--- config.mk ---
export PLATFORM = sky130hd
export DESIGN_NAME = raw_acquire
export DESIGN_NICKNAME = d
export VERILOG_FILES = /design/src/acq_pkg.sv /design/src/acq_regs.sv /design/src/sample_fifo.sv /design/src/axis_packetizer.sv /design/src/raw_acquire.sv
export SDC_FILE = /design/constraint.sdc
export NUM_CORES = 1
export LEC_CHECK = 0
export BUFFER_PORTS_ARGS = -buffer_cell sky130_fd_sc_hd__clkbuf_2
export CORE_MARGIN = 4
export CORE_UTILIZATION = 61
export CTS_CLUSTER_DIAMETER = 50
export DETAILED_ROUTE_END_ITERATION = 12
export HOLD_SLACK_MARGIN = 0.05
export PLACE_DENSITY = 0.83
export SLEW_MARGIN = 10
export SYNTH_ARGS = -nofsm -noshare
export SYNTH_HDL_FRONTEND = slang
export SYNTH_HIERARCHICAL = 1
export SYNTH_SLANG_ARGS = --single-unit
--- constraint.sdc ---
create_clock -name clock_i -period 2.75 [get_ports clock_i]
set_input_delay 0.55 -clock clock_i [delete_from_list [all_inputs] [get_ports clock_i]]
set_output_delay 0.55 -clock clock_i [all_outputs]
set_load 0.01 [all_outputs]
--- src/acq_pkg.sv ---
package acq_pkg;

   // -------------------------------------------------------------------
   // Register bus
   // -------------------------------------------------------------------

   // Width of the register data bus
   localparam int BUS_WIDTH = 8;

   // Register map of the acquisition unit
   typedef enum logic [1:0] {
      // Raw stream read-back slot, reads zero in this unit
      AQ_STREAM    = 2'd0,
      AQ_RESERVED1 = 2'd1,
      AQ_RESERVED2 = 2'd2,
      // Status and control
      AQ_SYSTEM    = 2'd3
   } acq_addr_e;

   // Bit positions within the system register
   // Acquisition enable (R/W)
   localparam int SYS_ENABLE    = 7;
   // Packetizer streaming (RO)
   localparam int SYS_ACTIVE    = 6;
   // Sticky overflow (RO, write one to clear)
   localparam int SYS_OFLOW     = 3;
   // Packetizer state field (RO)
   localparam int SYS_STATE_MSB = 2;
   localparam int SYS_STATE_LSB = 0;

   // -------------------------------------------------------------------
   // Packetizer
   // -------------------------------------------------------------------

   // Stream FSM states, as seen in the status register
   typedef enum logic [2:0] {
      PKT_IDLE   = 3'd0,
      PKT_STREAM = 3'd1,
      PKT_GAP    = 3'd2
   } pkt_state_e;

endpackage

--- src/acq_regs.sv ---
module acq_regs
   import acq_pkg::*;
(
   input  logic                 clock_i,
   input  logic                 M_AXIS_ARESETN,

   // Pipelined register bus
   input  logic                 cyc_i,
   input  logic                 stb_i,
   input  logic                 we_i,
   input  acq_addr_e            adr_i,
   input  logic [BUS_WIDTH-1:0] dat_i,
   output logic                 ack_o,
   output logic [BUS_WIDTH-1:0] dat_o,

   // Status inputs from the datapath
   input  logic                 drop_i,
   input  pkt_state_e           state_i,

   // Control and status outputs
   output logic                 enable_o,
   output logic                 oflow_o
);

   // A transfer is any cycle with both cycle and strobe high
   logic                 request;
   logic                 store;
   logic                 fetch;
   logic                 sys_store;
   logic [BUS_WIDTH-1:0] status;

   assign request   = cyc_i && stb_i;
   assign store     = request && we_i;
   assign fetch     = request && !we_i;

   // Only the system register accepts writes
   assign sys_store = store && (adr_i == AQ_SYSTEM);

   // -------------------------------------------------------------------
   // Status byte
   // -------------------------------------------------------------------
   always_comb
   begin
      status                              = '0;
      status[SYS_ENABLE]                  = enable_o;
      // Active whenever the packetizer is in its streaming state
      status[SYS_ACTIVE]                  = (state_i == PKT_STREAM);
      status[SYS_OFLOW]                   = oflow_o;
      status[SYS_STATE_MSB:SYS_STATE_LSB] = state_i;
   end

   // -------------------------------------------------------------------
   // Bus response
   // -------------------------------------------------------------------

   // One ack per request, one cycle later
   // Back-to-back requests give back-to-back acks
   always_ff @(posedge clock_i)
   begin
      if (!M_AXIS_ARESETN)
      begin
         ack_o <= 1'b0;
      end
      else
      begin
         ack_o <= request;
      end
   end

   // Read data lines up with the ack
   always_ff @(posedge clock_i)
   begin
      if (fetch)
      begin
         case (adr_i)
            AQ_SYSTEM:
            begin
               dat_o <= status;
            end
            // Stream slot and spare addresses read zero
            AQ_STREAM, AQ_RESERVED1, AQ_RESERVED2:
            begin
               dat_o <= '0;
            end
         endcase
      end
   end

   // -------------------------------------------------------------------
   // Control state
   // -------------------------------------------------------------------

   // Enable bit, written at the same edge that registers the ack
   always_ff @(posedge clock_i)
   begin
      if (!M_AXIS_ARESETN)
      begin
         enable_o <= 1'b0;
      end
      else if (sys_store)
      begin
         enable_o <= dat_i[SYS_ENABLE];
      end
   end

   // Sticky overflow flag
   // A drop in the same cycle as a clear wins
   always_ff @(posedge clock_i)
   begin
      if (!M_AXIS_ARESETN)
      begin
         oflow_o <= 1'b0;
      end
      else if (drop_i)
      begin
         oflow_o <= 1'b1;
      end
      else if (sys_store && dat_i[SYS_OFLOW])
      begin
         oflow_o <= 1'b0;
      end
   end

endmodule

--- src/sample_fifo.sv ---
module sample_fifo #(
   parameter int SAMPLE_WIDTH = 24,
   parameter int FIFO_ABITS   = 4
) (
   input  logic                    clock_i,
   input  logic                    M_AXIS_ARESETN,

   // Write side
   input  logic                    wr_i,
   input  logic [SAMPLE_WIDTH-1:0] data_i,
   output logic                    drop_o,

   // Read side, head shown before the read strobe
   input  logic                    rd_i,
   output logic [SAMPLE_WIDTH-1:0] data_o,
   output logic                    empty_o
);

   localparam int DEPTH = 1 << FIFO_ABITS;

   // Sample storage
   logic [SAMPLE_WIDTH-1:0] mem [DEPTH];

   // Pointers carry one extra wrap bit
   logic [FIFO_ABITS:0]     wr_ptr;
   logic [FIFO_ABITS:0]     rd_ptr;
   logic                    full;
   logic                    push;
   logic                    pop;

   // -------------------------------------------------------------------
   // Flags
   // -------------------------------------------------------------------

   // Empty when the pointers match exactly
   assign empty_o = (wr_ptr == rd_ptr);

   // Full when the addresses match but the wrap bits differ
   assign full    = (wr_ptr[FIFO_ABITS] != rd_ptr[FIFO_ABITS]) &&
                    (wr_ptr[FIFO_ABITS-1:0] == rd_ptr[FIFO_ABITS-1:0]);

   // Writes are refused while full
   // A read in the same cycle does not make room
   assign push    = wr_i && !full;
   assign drop_o  = wr_i && full;

   // Never pop an empty FIFO
   assign pop     = rd_i && !empty_o;

   // First-word fall-through head
   assign data_o  = mem[rd_ptr[FIFO_ABITS-1:0]];

   // -------------------------------------------------------------------
   // Storage and pointers
   // -------------------------------------------------------------------
   always_ff @(posedge clock_i)
   begin
      if (push)
      begin
         mem[wr_ptr[FIFO_ABITS-1:0]] <= data_i;
      end
   end

   always_ff @(posedge clock_i)
   begin
      if (!M_AXIS_ARESETN)
      begin
         wr_ptr <= '0;
         rd_ptr <= '0;
      end
      else
      begin
         if (push)
         begin
            wr_ptr <= wr_ptr + 1'b1;
         end
         // Head leaves at the edge of the read
         if (pop)
         begin
            rd_ptr <= rd_ptr + 1'b1;
         end
      end
   end

endmodule

--- src/axis_packetizer.sv ---
module axis_packetizer
   import acq_pkg::*;
#(
   parameter int SAMPLE_WIDTH = 24,
   parameter int TDATA_WIDTH  = 32,
   parameter int PKT_WORDS    = 8
) (
   input  logic                    clock_i,
   input  logic                    M_AXIS_ARESETN,

   // FIFO read side
   input  logic [SAMPLE_WIDTH-1:0] data_i,
   input  logic                    empty_i,
   output logic                    rd_o,

   // FSM state for the status register
   output pkt_state_e              state_o,

   // AXI-Stream master
   output logic                    M_AXIS_TVALID,
   output logic [TDATA_WIDTH-1:0]  M_AXIS_TDATA,
   output logic                    M_AXIS_TLAST,
   input  logic                    M_AXIS_TREADY
);

   // Counter wide enough for a packet, at least one bit
   localparam int CNT_BITS = (PKT_WORDS > 1) ? $clog2(PKT_WORDS) : 1;
   localparam logic [CNT_BITS-1:0] LAST_WORD = CNT_BITS'(PKT_WORDS - 1);

   pkt_state_e          state;
   logic [CNT_BITS-1:0] word_cnt;
   logic                handshake;

   // -------------------------------------------------------------------
   // Stream outputs
   // -------------------------------------------------------------------

   // Offer a word whenever streaming and the FIFO has one
   assign M_AXIS_TVALID = (state == PKT_STREAM) && !empty_i;

   // The head and the counter only move on a handshake
   // so data and last hold still under back-pressure
   assign M_AXIS_TDATA  = TDATA_WIDTH'(data_i);
   assign M_AXIS_TLAST  = M_AXIS_TVALID && (word_cnt == LAST_WORD);

   assign handshake     = M_AXIS_TVALID && M_AXIS_TREADY;

   // Pop the FIFO on every accepted word
   assign rd_o          = handshake;
   assign state_o       = state;

   // -------------------------------------------------------------------
   // Packet FSM
   // -------------------------------------------------------------------
   always_ff @(posedge clock_i)
   begin
      if (!M_AXIS_ARESETN)
      begin
         state    <= PKT_IDLE;
         word_cnt <= '0;
      end
      else
      begin
         case (state)
            // Start streaming right after reset
            PKT_IDLE:
            begin
               state <= PKT_STREAM;
            end
            PKT_STREAM:
            begin
               if (handshake)
               begin
                  if (word_cnt == LAST_WORD)
                  begin
                     state <= PKT_GAP;
                  end
                  else
                  begin
                     word_cnt <= word_cnt + 1'b1;
                  end
               end
            end
            // Single idle cycle between packets
            PKT_GAP:
            begin
               word_cnt <= '0;
               state    <= PKT_STREAM;
            end
            default:
            begin
               state <= PKT_IDLE;
            end
         endcase
      end
   end

endmodule

--- src/raw_acquire.sv ---
module raw_acquire
   import acq_pkg::*;
#(
   parameter int SAMPLE_WIDTH = 24,
   parameter int FIFO_ABITS   = 4,
   parameter int PKT_WORDS    = 8,
   parameter int TDATA_WIDTH  = 32
) (
   input  logic                    clock_i,
   input  logic                    M_AXIS_ARESETN,

   // Sampler interface
   input  logic                    locked_i,
   input  logic                    strobe_i,
   input  logic [SAMPLE_WIDTH-1:0] signal_i,

   // Pipelined register bus
   input  logic                    cyc_i,
   input  logic                    stb_i,
   input  logic                    we_i,
   input  logic [1:0]              adr_i,
   input  logic [BUS_WIDTH-1:0]    dat_i,
   output logic                    ack_o,
   output logic [BUS_WIDTH-1:0]    dat_o,

   // AXI-Stream master
   output logic                    M_AXIS_TVALID,
   output logic [TDATA_WIDTH-1:0]  M_AXIS_TDATA,
   output logic                    M_AXIS_TLAST,
   input  logic                    M_AXIS_TREADY,

   // Debug and status
   output logic                    enabled_o,
   output logic                    oflow_o,
   output logic [2:0]              state_o
);

   logic                    enable;
   logic                    capture;
   logic [SAMPLE_WIDTH-1:0] fifo_data;
   logic                    fifo_empty;
   logic                    fifo_drop;
   logic                    fifo_rd;
   pkt_state_e              pkt_state;

   // Capture only while enabled and the sampler is locked
   assign capture   = enable && locked_i && strobe_i;

   assign enabled_o = enable;
   assign state_o   = pkt_state;

   // Control and status registers
   acq_regs u_regs (
      .clock_i        (clock_i),
      .M_AXIS_ARESETN (M_AXIS_ARESETN),
      .cyc_i          (cyc_i),
      .stb_i          (stb_i),
      .we_i           (we_i),
      .adr_i          (acq_addr_e'(adr_i)),
      .dat_i          (dat_i),
      .ack_o          (ack_o),
      .dat_o          (dat_o),
      .drop_i         (fifo_drop),
      .state_i        (pkt_state),
      .enable_o       (enable),
      .oflow_o        (oflow_o)
   );

   // Sample buffer between capture and stream
   sample_fifo #(
      .SAMPLE_WIDTH (SAMPLE_WIDTH),
      .FIFO_ABITS   (FIFO_ABITS)
   ) u_fifo (
      .clock_i        (clock_i),
      .M_AXIS_ARESETN (M_AXIS_ARESETN),
      .wr_i           (capture),
      .data_i         (signal_i),
      .drop_o         (fifo_drop),
      .rd_i           (fifo_rd),
      .data_o         (fifo_data),
      .empty_o        (fifo_empty)
   );

   // Fixed-length packets out
   axis_packetizer #(
      .SAMPLE_WIDTH (SAMPLE_WIDTH),
      .TDATA_WIDTH  (TDATA_WIDTH),
      .PKT_WORDS    (PKT_WORDS)
   ) u_packetizer (
      .clock_i        (clock_i),
      .M_AXIS_ARESETN (M_AXIS_ARESETN),
      .data_i         (fifo_data),
      .empty_i        (fifo_empty),
      .rd_o           (fifo_rd),
      .state_o        (pkt_state),
      .M_AXIS_TVALID  (M_AXIS_TVALID),
      .M_AXIS_TDATA   (M_AXIS_TDATA),
      .M_AXIS_TLAST   (M_AXIS_TLAST),
      .M_AXIS_TREADY  (M_AXIS_TREADY)
   );

endmodule

==> PnR_summary.wiki, run 1 <==
{| class="wikitable"
! Metric !! Value
|-
| Maximum number of pins on one net before global-route repair || 37
|-
| Setup TNS Final || -6.29 ns
|-
| HPWL after DPL || roughly 19,000 um
|-
| Clock-pin slew of the registers on the worst-case setup and hold paths || around 0.07 ns
|-
| H-tree levels || 2
|-
| Worst voltage drop across the vdd grid || between 0.4 and 0.5 mV
|-
| Slack of the critical path || -0.379 ns
|-
| Worst Hold Slack || between 0.2 and 0.3 ns
|-
| Number of DRC markers in iteration 0 || roughly 1,200
|-
| Share of final-layout standard cells stronger than drive strength 1 || 38.5%
|-
| Area overhead of the layout relative to synthesis || 17.2%
|-
| Violated checks || negative setup slack
|-
| Std-Cell Rows || 59
|-
| Signal arrival time at the worst endpoint || roughly 2.6 ns
|-
| Global-route wire length before repair || ~59,000 um
|-
| Kind of launch point of the worst setup path || register
|-
| Critical path's most frequent cell || mux4_2
|-
| Tightest Hold Check Type || in -> reg
|-
| Routed wire per std cell || ~34 um
|-
| Post-route DRC violation count || 0
|-
| Hold path start || dat_i[7]
|-
| Critical Path, Cell by Cell || buf_12 -> buf_8 -> buf_16 -> mux4_2 -> mux4_2 -> clkbuf_2
|-
| Cell chosen for the clock root || clkbuf_16
|-
| Post-Route Skew || 0.0283 ns
|-
| Number of max-cap violations || 0
|-
| Pre-CTS WS || about 0.25 ns
|-
| Cell depth of the worst hold path || 3
|-
| Final hold violation count || 0
|-
| Top library cells by usage in the layout, fill and taps aside || edfxtp_1 (390), mux4_2 (120), clkbuf_2 (66), clkbuf_16 (45), buf_4 (27)
|-
| Part of the Yosys area used for sequential elements || 75.0%
|-
| Synth Cell Area || between 15,000 and 20,000 um^2
|-
| Placed insts || ~1,100
|-
| Hold-fix buffers, CTS || 0
|-
| Post-synth EDFFs || 390
|-
| Filler cell count || 1,432
|-
| Beginning of the worst register-to-register path || u_fifo/wr_ptr[3]
|-
| CTS tree || done
|-
| Crit Path Class || reg -> out
|-
| Detail Route Antenna Nets || 0
|-
| Largest stage delay on the critical path || roughly 0.56 ns
|-
| Worst slew margin || a little under three fifths
|-
| Slowest cell on crit path || mux4_2
|-
| LEAKAGE || about 6.2 nW
|-
| Core area || 26,100 um^2
|-
| RSZ-0062 raised after global routing || yes
|-
| Quantity of I/O buffers inserted on ports || slightly above 70
|-
| Ant. Diodes || 0
|-
| Number of distinct standard cells referenced by the synthesized netlist || 40
|-
| Cell count along the critical path || 6
|-
| Critical path's top delay family || multiplexers
|-
| Share of flip-flops with an asynchronous set or reset || 0%
|-
| Routed via count || ~8,300
|-
| Highest Clock Rate || about 0.32 GHz
|-
| Clock network latency to the later pin of the worst-skew pair || between 0.5 and 0.6 ns
|-
| Die extent in y || between 150 and 200 um
|-
| Maximum net fanout on the critical path || 8
|-
| Least-Margin Pin Slew || ~0.65 ns
|-
| Endpoint of the worst hold-timing path || u_regs/enable_o
|-
| Number of top-level pins || 90
|-
| Share of the cycle needed by the critical path after routing || 114%
|-
| Result of the run || finished with violations
|-
| Leading cell type in the layout, fill and taps excluded || edfxtp_1
|-
| Clock Path Buffers || 3
|-
| Total die area || around 29,000 um^2
|-
| Power Dens Cells || 667 nW/um^2
|-
| Final non-filler cell total || about 1,200
|-
| Initial cell density of the core || between 60% and 70%
|-
| Required arrival time at the worst endpoint || between 2 and 2.5 ns
|-
| Antenna violations before repair || 0
|-
| Dominant synthesized flop cell || edfxtp_1
|-
| Global route overflow || 0
|-
| Synthesized netlist cell count || about 730
|-
| Final-stage net count || approximately 900
|-
| Clock buffers created by TritonCTS || 40
|-
| Number of global-route vias before repair || ~8,600
|-
| Chip Width || between 150 and 200 um
|-
| TritonRoute pass-1 iters || 5
|-
| Reg2reg path depth || 8
|-
| Vias per cell || ~6.8
|-
| Crit path time final || ~3.1 ns
|-
| Number of sinks driven by the clock tree || between 400 and 500
|-
| Critical Path Sink Type || output port
|-
| Total Routed Length || just over 40,000 um
|-
| Synth Warn # || 6
|-
| Total Routing Usage GR || around 28%
|-
| Mean Syn Cell Area || around 22 um^2
|-
| Buf+Inv Stages, Crit Path || 4
|-
| Worst setup slack for register-to-register paths || between 0.3 and 0.4 ns
|-
| Number of flip-flops and latches in the synthesized netlist || 412
|-
| Final setup fails || 24
|-
| Pins over their slew limit || 0
|-
| GP Congestion || around 0.83
|}
==> power breakdown <==
part           switching, W  internal, W
logic              0.000105    0.0000280
clock network       0.00240      0.00329
registers        0.00000269      0.00685
total               0.00250       0.0102
==> worst reg2reg max path, stage by stage (launching register included) <==
cell	delay, ns
dfxtp_2	0.44
xor2_1	0.21
nor4_2	0.08
buf_4	0.15
and2_4	0.17
and4bb_2	0.37
inv_1	0.10
a21oi_1	0.46
mux2i_1	0.30
==> final cells by class <==
type / count / area, um^2 / area share [%]
clock inverter: 22 / 246 / 1.30
timing repair buffer: 137 / 1400 / 7.37
inverter: 6 / 22.5 / 0.118
tap: 335 / 419 / 2.21
clock buffer: 52 / 1120 / 5.88
multi-input combinational: 250 / 3630 / 19.1
sequential: 412 / 12200 / 64.0
==> registers in the layout, indices dropped and copies added (netlist names), named ones only <==
register / cells
u_fifo/mem: 384
u_regs/dat_o: 6
u_fifo/rd_ptr: 5
u_fifo/wr_ptr: 5
u_packetizer/word_cnt: 3
u_packetizer/state_o: 2
u_regs/ack_o: 1
u_regs/enable_o: 1
u_regs/oflow_o: 1
==> cells by family (layout without fill, tap and decap cells) <==
kind of cell | count (synthesis) | in the layout | synth area share (%)
adders and majority gates | 8 | 8 | 0.617
muxes | 132 | 132 | 17.4
xor gates and xnor gates | 6 | 6 | 0.324
other | 2 | 11 | 0.0463
DFF | 412 | 412 | 75.0
and+or+nand+nor | 77 | 77 | 2.90
buffers and inverters | 75 | 217 | 3.00
AOI/OAI and AO/OA | 16 | 16 | 0.741
==> cells in the mapped netlist (2+ instances only) <==
| cell type | instances | area share, % |
|---|---|---|
| mux2i_1 | 12 | 0.74 |
| a21oi_1 | 4 | 0.12 |
| xor2_1 | 5 | 0.27 |
| and3_2 | 2 | 0.093 |
| nor2_1 | 2 | 0.046 |
| nor3b_1 | 2 | 0.093 |
| o211ai_1 | 6 | 0.28 |
| and4b_1 | 4 | 0.25 |
| mux4_2 | 120 | 17 |
| buf_8 | 4 | 0.37 |
| nand2b_1 | 5 | 0.19 |
| inv_1 | 6 | 0.14 |
| nand3_1 | 12 | 0.37 |
| nand3b_1 | 3 | 0.14 |
| conb_1 | 2 | 0.046 |
| buf_2 | 10 | 0.31 |
| and2_1 | 3 | 0.12 |
| nand2_1 | 14 | 0.32 |
| clkbuf_1 | 14 | 0.32 |
| and3_1 | 19 | 0.73 |
| ha_1 | 8 | 0.62 |
| buf_6 | 2 | 0.14 |
| a211o_1 | 2 | 0.11 |
| dfxtp_1 | 22 | 2.7 |
| buf_4 | 35 | 1.6 |
| buf_1 | 3 | 0.069 |
| nand4_1 | 5 | 0.19 |
| edfxtp_1 | 390 | 72 |
==> stage by stage <==
stage	util [%]	cell area, um^2	total power, W
5_1_grt	72.7	19000	0.0131
4_1_cts	72.3	18900	0.0127
2_1_floorplan	-	16200	0.00703
3_5_place_dp	65.4	17100	0.00712
6_report	72.7	19000	0.0127
3_3_place_gp	65.4	17100	0.00710
==> metal layers <==
layer | wire length (um) | up-vias | track usage, % | part of all wire [%]
li1 | - | 3267 | - | -
met1 | 14700 | 4229 | 38.7 | 36
met2 | 20900 | 666 | 45.9 | 50
met3 | 4350 | 111 | 7.51 | 10
met4 | 1490 | 0 | 9.68 | 3.6
met5 | 0 | - | 0 | 0
==> repair_timing <==
item	4_1_cts	5_1_grt
pin swaps	1	1
cloned	7	3
setup endpoints to repair	25	25
resized for setup	20	18
setup buffers	13	5
==> how the worst max path moves through the flow <==
| stage | start | endpoint | slack [ns] |
|---|---|---|---|
| floorplan | strobe_i | u_fifo/mem[15][0] | 0.21 |
| global placement | register | M_AXIS_TDATA[16] | 0.28 |
| detailed placement | register | M_AXIS_TDATA[21] | 0.25 |
| CTS | register | M_AXIS_TDATA[21] | -0.29 |
| global route | register | M_AXIS_TDATA[12] | -0.43 |
| finish | register | M_AXIS_TDATA[12] | -0.38 |
No activity file was read; power rests on OpenSTA's default activity.
==> run 2, diff against run 1 <==
--- a/config.mk
+++ b/config.mk
@@ -17,3 +17,4 @@
 export SYNTH_HDL_FRONTEND = slang
 export SYNTH_HIERARCHICAL = 1
 export SYNTH_SLANG_ARGS = --single-unit
+export TNS_END_PERCENT = 5
==> run 2 against run 1 <==
  * The run still ends with negative setup slack left
  * Worst hold slack lost 0.0069 ns
  * Critical path depth shrank 1
  * Final cell count shrank 0.58%
  * Non-clock buffer count shrank 7
  * Clock power is essentially flat
  * Combinational power is essentially flat
  * Utilization shrank 0.50 points
  * Setup slack gained 0.078 ns
  * Clock skew shrank 0.0016 ns
  * Total power shrank 0.22%
==> PnR_summary.wiki, run 2 (same netlist as run 1, synthesis figures left out) <==
{| class="wikitable"
! Metric !! Value
|-
| Result of the run || finished with violations
|-
| Violated checks || negative setup slack
|-
| Largest register FFs || 384 (unchanged)
|-
| Slack of the critical path || -0.301 ns (+0.0779 ns)
|-
| Global-route wire length before repair || 57,700 um (-2.0%)
|-
| Share of final-layout standard cells stronger than drive strength 1 || 38.0% (-0.49 points)
|-
| Top library cells by usage in the layout, fill and taps aside || edfxtp_1 (390), mux4_2 (120), clkbuf_2 (70), clkbuf_16 (45), buf_4 (24)
|-
| Largest stage delay on the critical path || 0.55 ns (about the same)
|-
| Highest Clock Rate || 0.328 GHz (+2.6%)
|-
| Final non-filler cell total || 1,207 (-0.58%)
|-
| Critical Path Sink Type || output port
|-
| Crit path time final || 3.05 ns (-0.0779 ns)
|-
| Number of top-level pins || 90 (unchanged)
|-
| Critical path's most frequent cell || mux4_2
|-
| LEAKAGE || 6.14 nW (-0.95%)
|-
| Placed insts || 1,113 (unchanged)
|-
| Slowest cell on crit path || mux4_2
|-
| Clock buffers created by TritonCTS || 40 (unchanged)
|-
| Number of DRC markers in iteration 0 || 960 (-23%)
|-
| RSZ-0062 raised after global routing || yes
|-
| Std-Cell Rows || 59 (unchanged)
|-
| Routed wire per std cell || 33.1 um (-2.9%)
|-
| Crit Path Class || reg -> out
|-
| Vias per cell || 6.79 (-0.34%)
|-
| Total die area || 29,200 um^2 (unchanged)
|-
| Maximum net fanout on the critical path || 6 (-2)
|-
| Placed cell areas || 17,100 um^2 (unchanged)
|-
| Global route overflow || 0 (unchanged)
|-
| Least-Margin Pin Slew || 0.640 ns (-0.0114 ns)
|-
| Cell chosen for the clock root || clkbuf_16
|-
| Power Dens Cells || 670 nW/um^2 (+0.47%)
|-
| HPWL after DPL || 18,800 um (unchanged)
|-
| Core area || 26,100 um^2 (unchanged)
|-
| Antenna violations before repair || 0 (unchanged)
|-
| Clock network latency to the later pin of the worst-skew pair || 0.54 ns (about the same)
|-
| Die extent in y || 171 um (unchanged)
|-
| Post-Route Skew || 0.0267 ns (-0.00164 ns)
|-
| Final std cell area, no fill || 18,900 um^2 (-0.68%)
|-
| Required arrival time at the worst endpoint || 2.20 ns (about the same)
|-
| Ant. Diodes || 0 (unchanged)
|-
| Clock Path Buffers || 3 (unchanged)
|-
| Clock-pin slew of the registers on the worst-case setup and hold paths || 0.07 ns (about the same)
|-
| Pre-CTS WS || 0.248 ns (unchanged)
|-
| Final hold violation count || 0 (unchanged)
|-
| Filler cell count || 1,456 (+1.7%)
|-
| Initial cell density of the core || 62.0% (unchanged)
|-
| Total Routed Length || 40,000 um (-3.5%)
|-
| Final-stage net count || 890 (-0.78%)
|-
| Post-route DRC violation count || 0 (unchanged)
|-
| GP Congestion || 0.834 (unchanged)
|-
| Maximum number of pins on one net before global-route repair || 37 (unchanged)
|-
| Detail Route Antenna Nets || 0 (unchanged)
|-
| Number of sinks driven by the clock tree || 412 (unchanged)
|-
| Pins over their slew limit || 0 (unchanged)
|-
| Final setup fails || 24 (unchanged)
|-
| Number of max-cap violations || 0 (unchanged)
|-
| Final Power || 0.0126 W (-0.22%)
|-
| Signal arrival time at the worst endpoint || 2.50 ns (-0.08 ns)
|-
| Worst slew margin || 57.3% (+0.76 points)
|-
| Area overhead of the layout relative to synthesis || 16.4%
|-
| Share of the cycle needed by the critical path after routing || 111% (-2.8 points)
|-
| TritonRoute pass-1 iters || 5 (unchanged)
|-
| Tightest Hold Check Type || in -> reg
|-
| Chip Width || 171 um (unchanged)
|-
| Worst voltage drop across the vdd grid || 0.435 mV (+0.30%)
|-
| CTS tree || done
|-
| Total Routing Usage GR || 27.7% (-0.81 points)
|-
| Hold-fix buffers, CTS || 0 (unchanged)
|-
| Critical Path, Cell by Cell || buf_8 -> buf_12 -> mux4_2 -> mux4_2 -> clkbuf_2
|-
| Routed via count || 8,197 (-0.92%)
|-
| Quantity of I/O buffers inserted on ports || 72 (unchanged)
|-
| Kind of launch point of the worst setup path || register
|-
| Leading cell type in the layout, fill and taps excluded || edfxtp_1
|-
| H-tree levels || 2 (unchanged)
|-
| Number of global-route vias before repair || 8,526 (-0.62%)
|-
| Worst Hold Slack || 0.259 ns (-0.00694 ns)
|}
==> run 2: cell types whose count changed in the layout (fill, tap and decap cells not counted), sizes merged <==
cell | before | now
clkbuf | 121 | 126
buf | 68 | 56
==> run 2: stage by stage <==
stage | util, % | setup TNS (ns)
after floorplan | - | 0
after global placement | 65.4 | 0
after detailed placement | 65.4 | 0
after CTS | 71.9 | -6.34
after global routing | 72.2 | -7.19
final | 72.2 | -5.97
==> run 2: repair_timing <==
item | 4_1_cts | 5_1_grt
cloned | 5 | 3
setup endpoints to repair | 25 | 26
setup buffers | 12 | 0
endpoints found under the hold margin | 0 | 0
resized for setup | 13 | 8
==> run 2: worst max-delay path: cells and delay by family, from the launching register on <==
kind	cells	cell delay [ns]
buf+inv	3	0.50
flops	1	0.39
mux	2	1.08
==> run 2: metal layers <==
layer / track usage, % / part of all wire, % / routed length (um) / vias to the layer above
li1: - / - / - / 3249
met1: 37.7 / 36 / 14300 / 4234
met2: 45.5 / 52 / 20600 / 623
met3: 6.17 / 10 / 4050 / 91
met4: 8.99 / 2.7 / 1070 / 0
met5: 0 / 0 / 0 / -
==> run 2: worst paths after layout <==
kind | from | to | slack (ns) | cells past startpoint
min reg2reg | u_packetizer/word_cnt[1] | u_packetizer/word_cnt[1] | 0.50 | 2
max | register | M_AXIS_TDATA[21] | -0.30 | 5
min | dat_i[7] | u_regs/enable_o | 0.26 | 3
max reg2reg | u_fifo/wr_ptr[2] | register | 0.19 | 8
==> run 2: final cells by class <==
type / count / area, um^2 / area share (%)
Tap cell: 335 / 419 / 2.22
Clock inverter: 22 / 246 / 1.31
Clock buffer: 52 / 1120 / 5.93
Inverter: 6 / 22.5 / 0.119
Multi-Input combinational cell: 250 / 3630 / 19.2
Sequential cell: 412 / 12200 / 64.4
Timing Repair Buffer: 130 / 1270 / 6.75
==> run 2: power breakdown <==
| part | leakage [nW] | total, W | switching (W) | internal, W |
|---|---|---|---|---|
| logic | 1.79 | 0.000132 | 0.000104 | 0.0000276 |
| clock network | 0.668 | 0.00565 | 0.00237 | 0.00328 |
| registers | 3.69 | 0.00686 | 0.00000262 | 0.00685 |
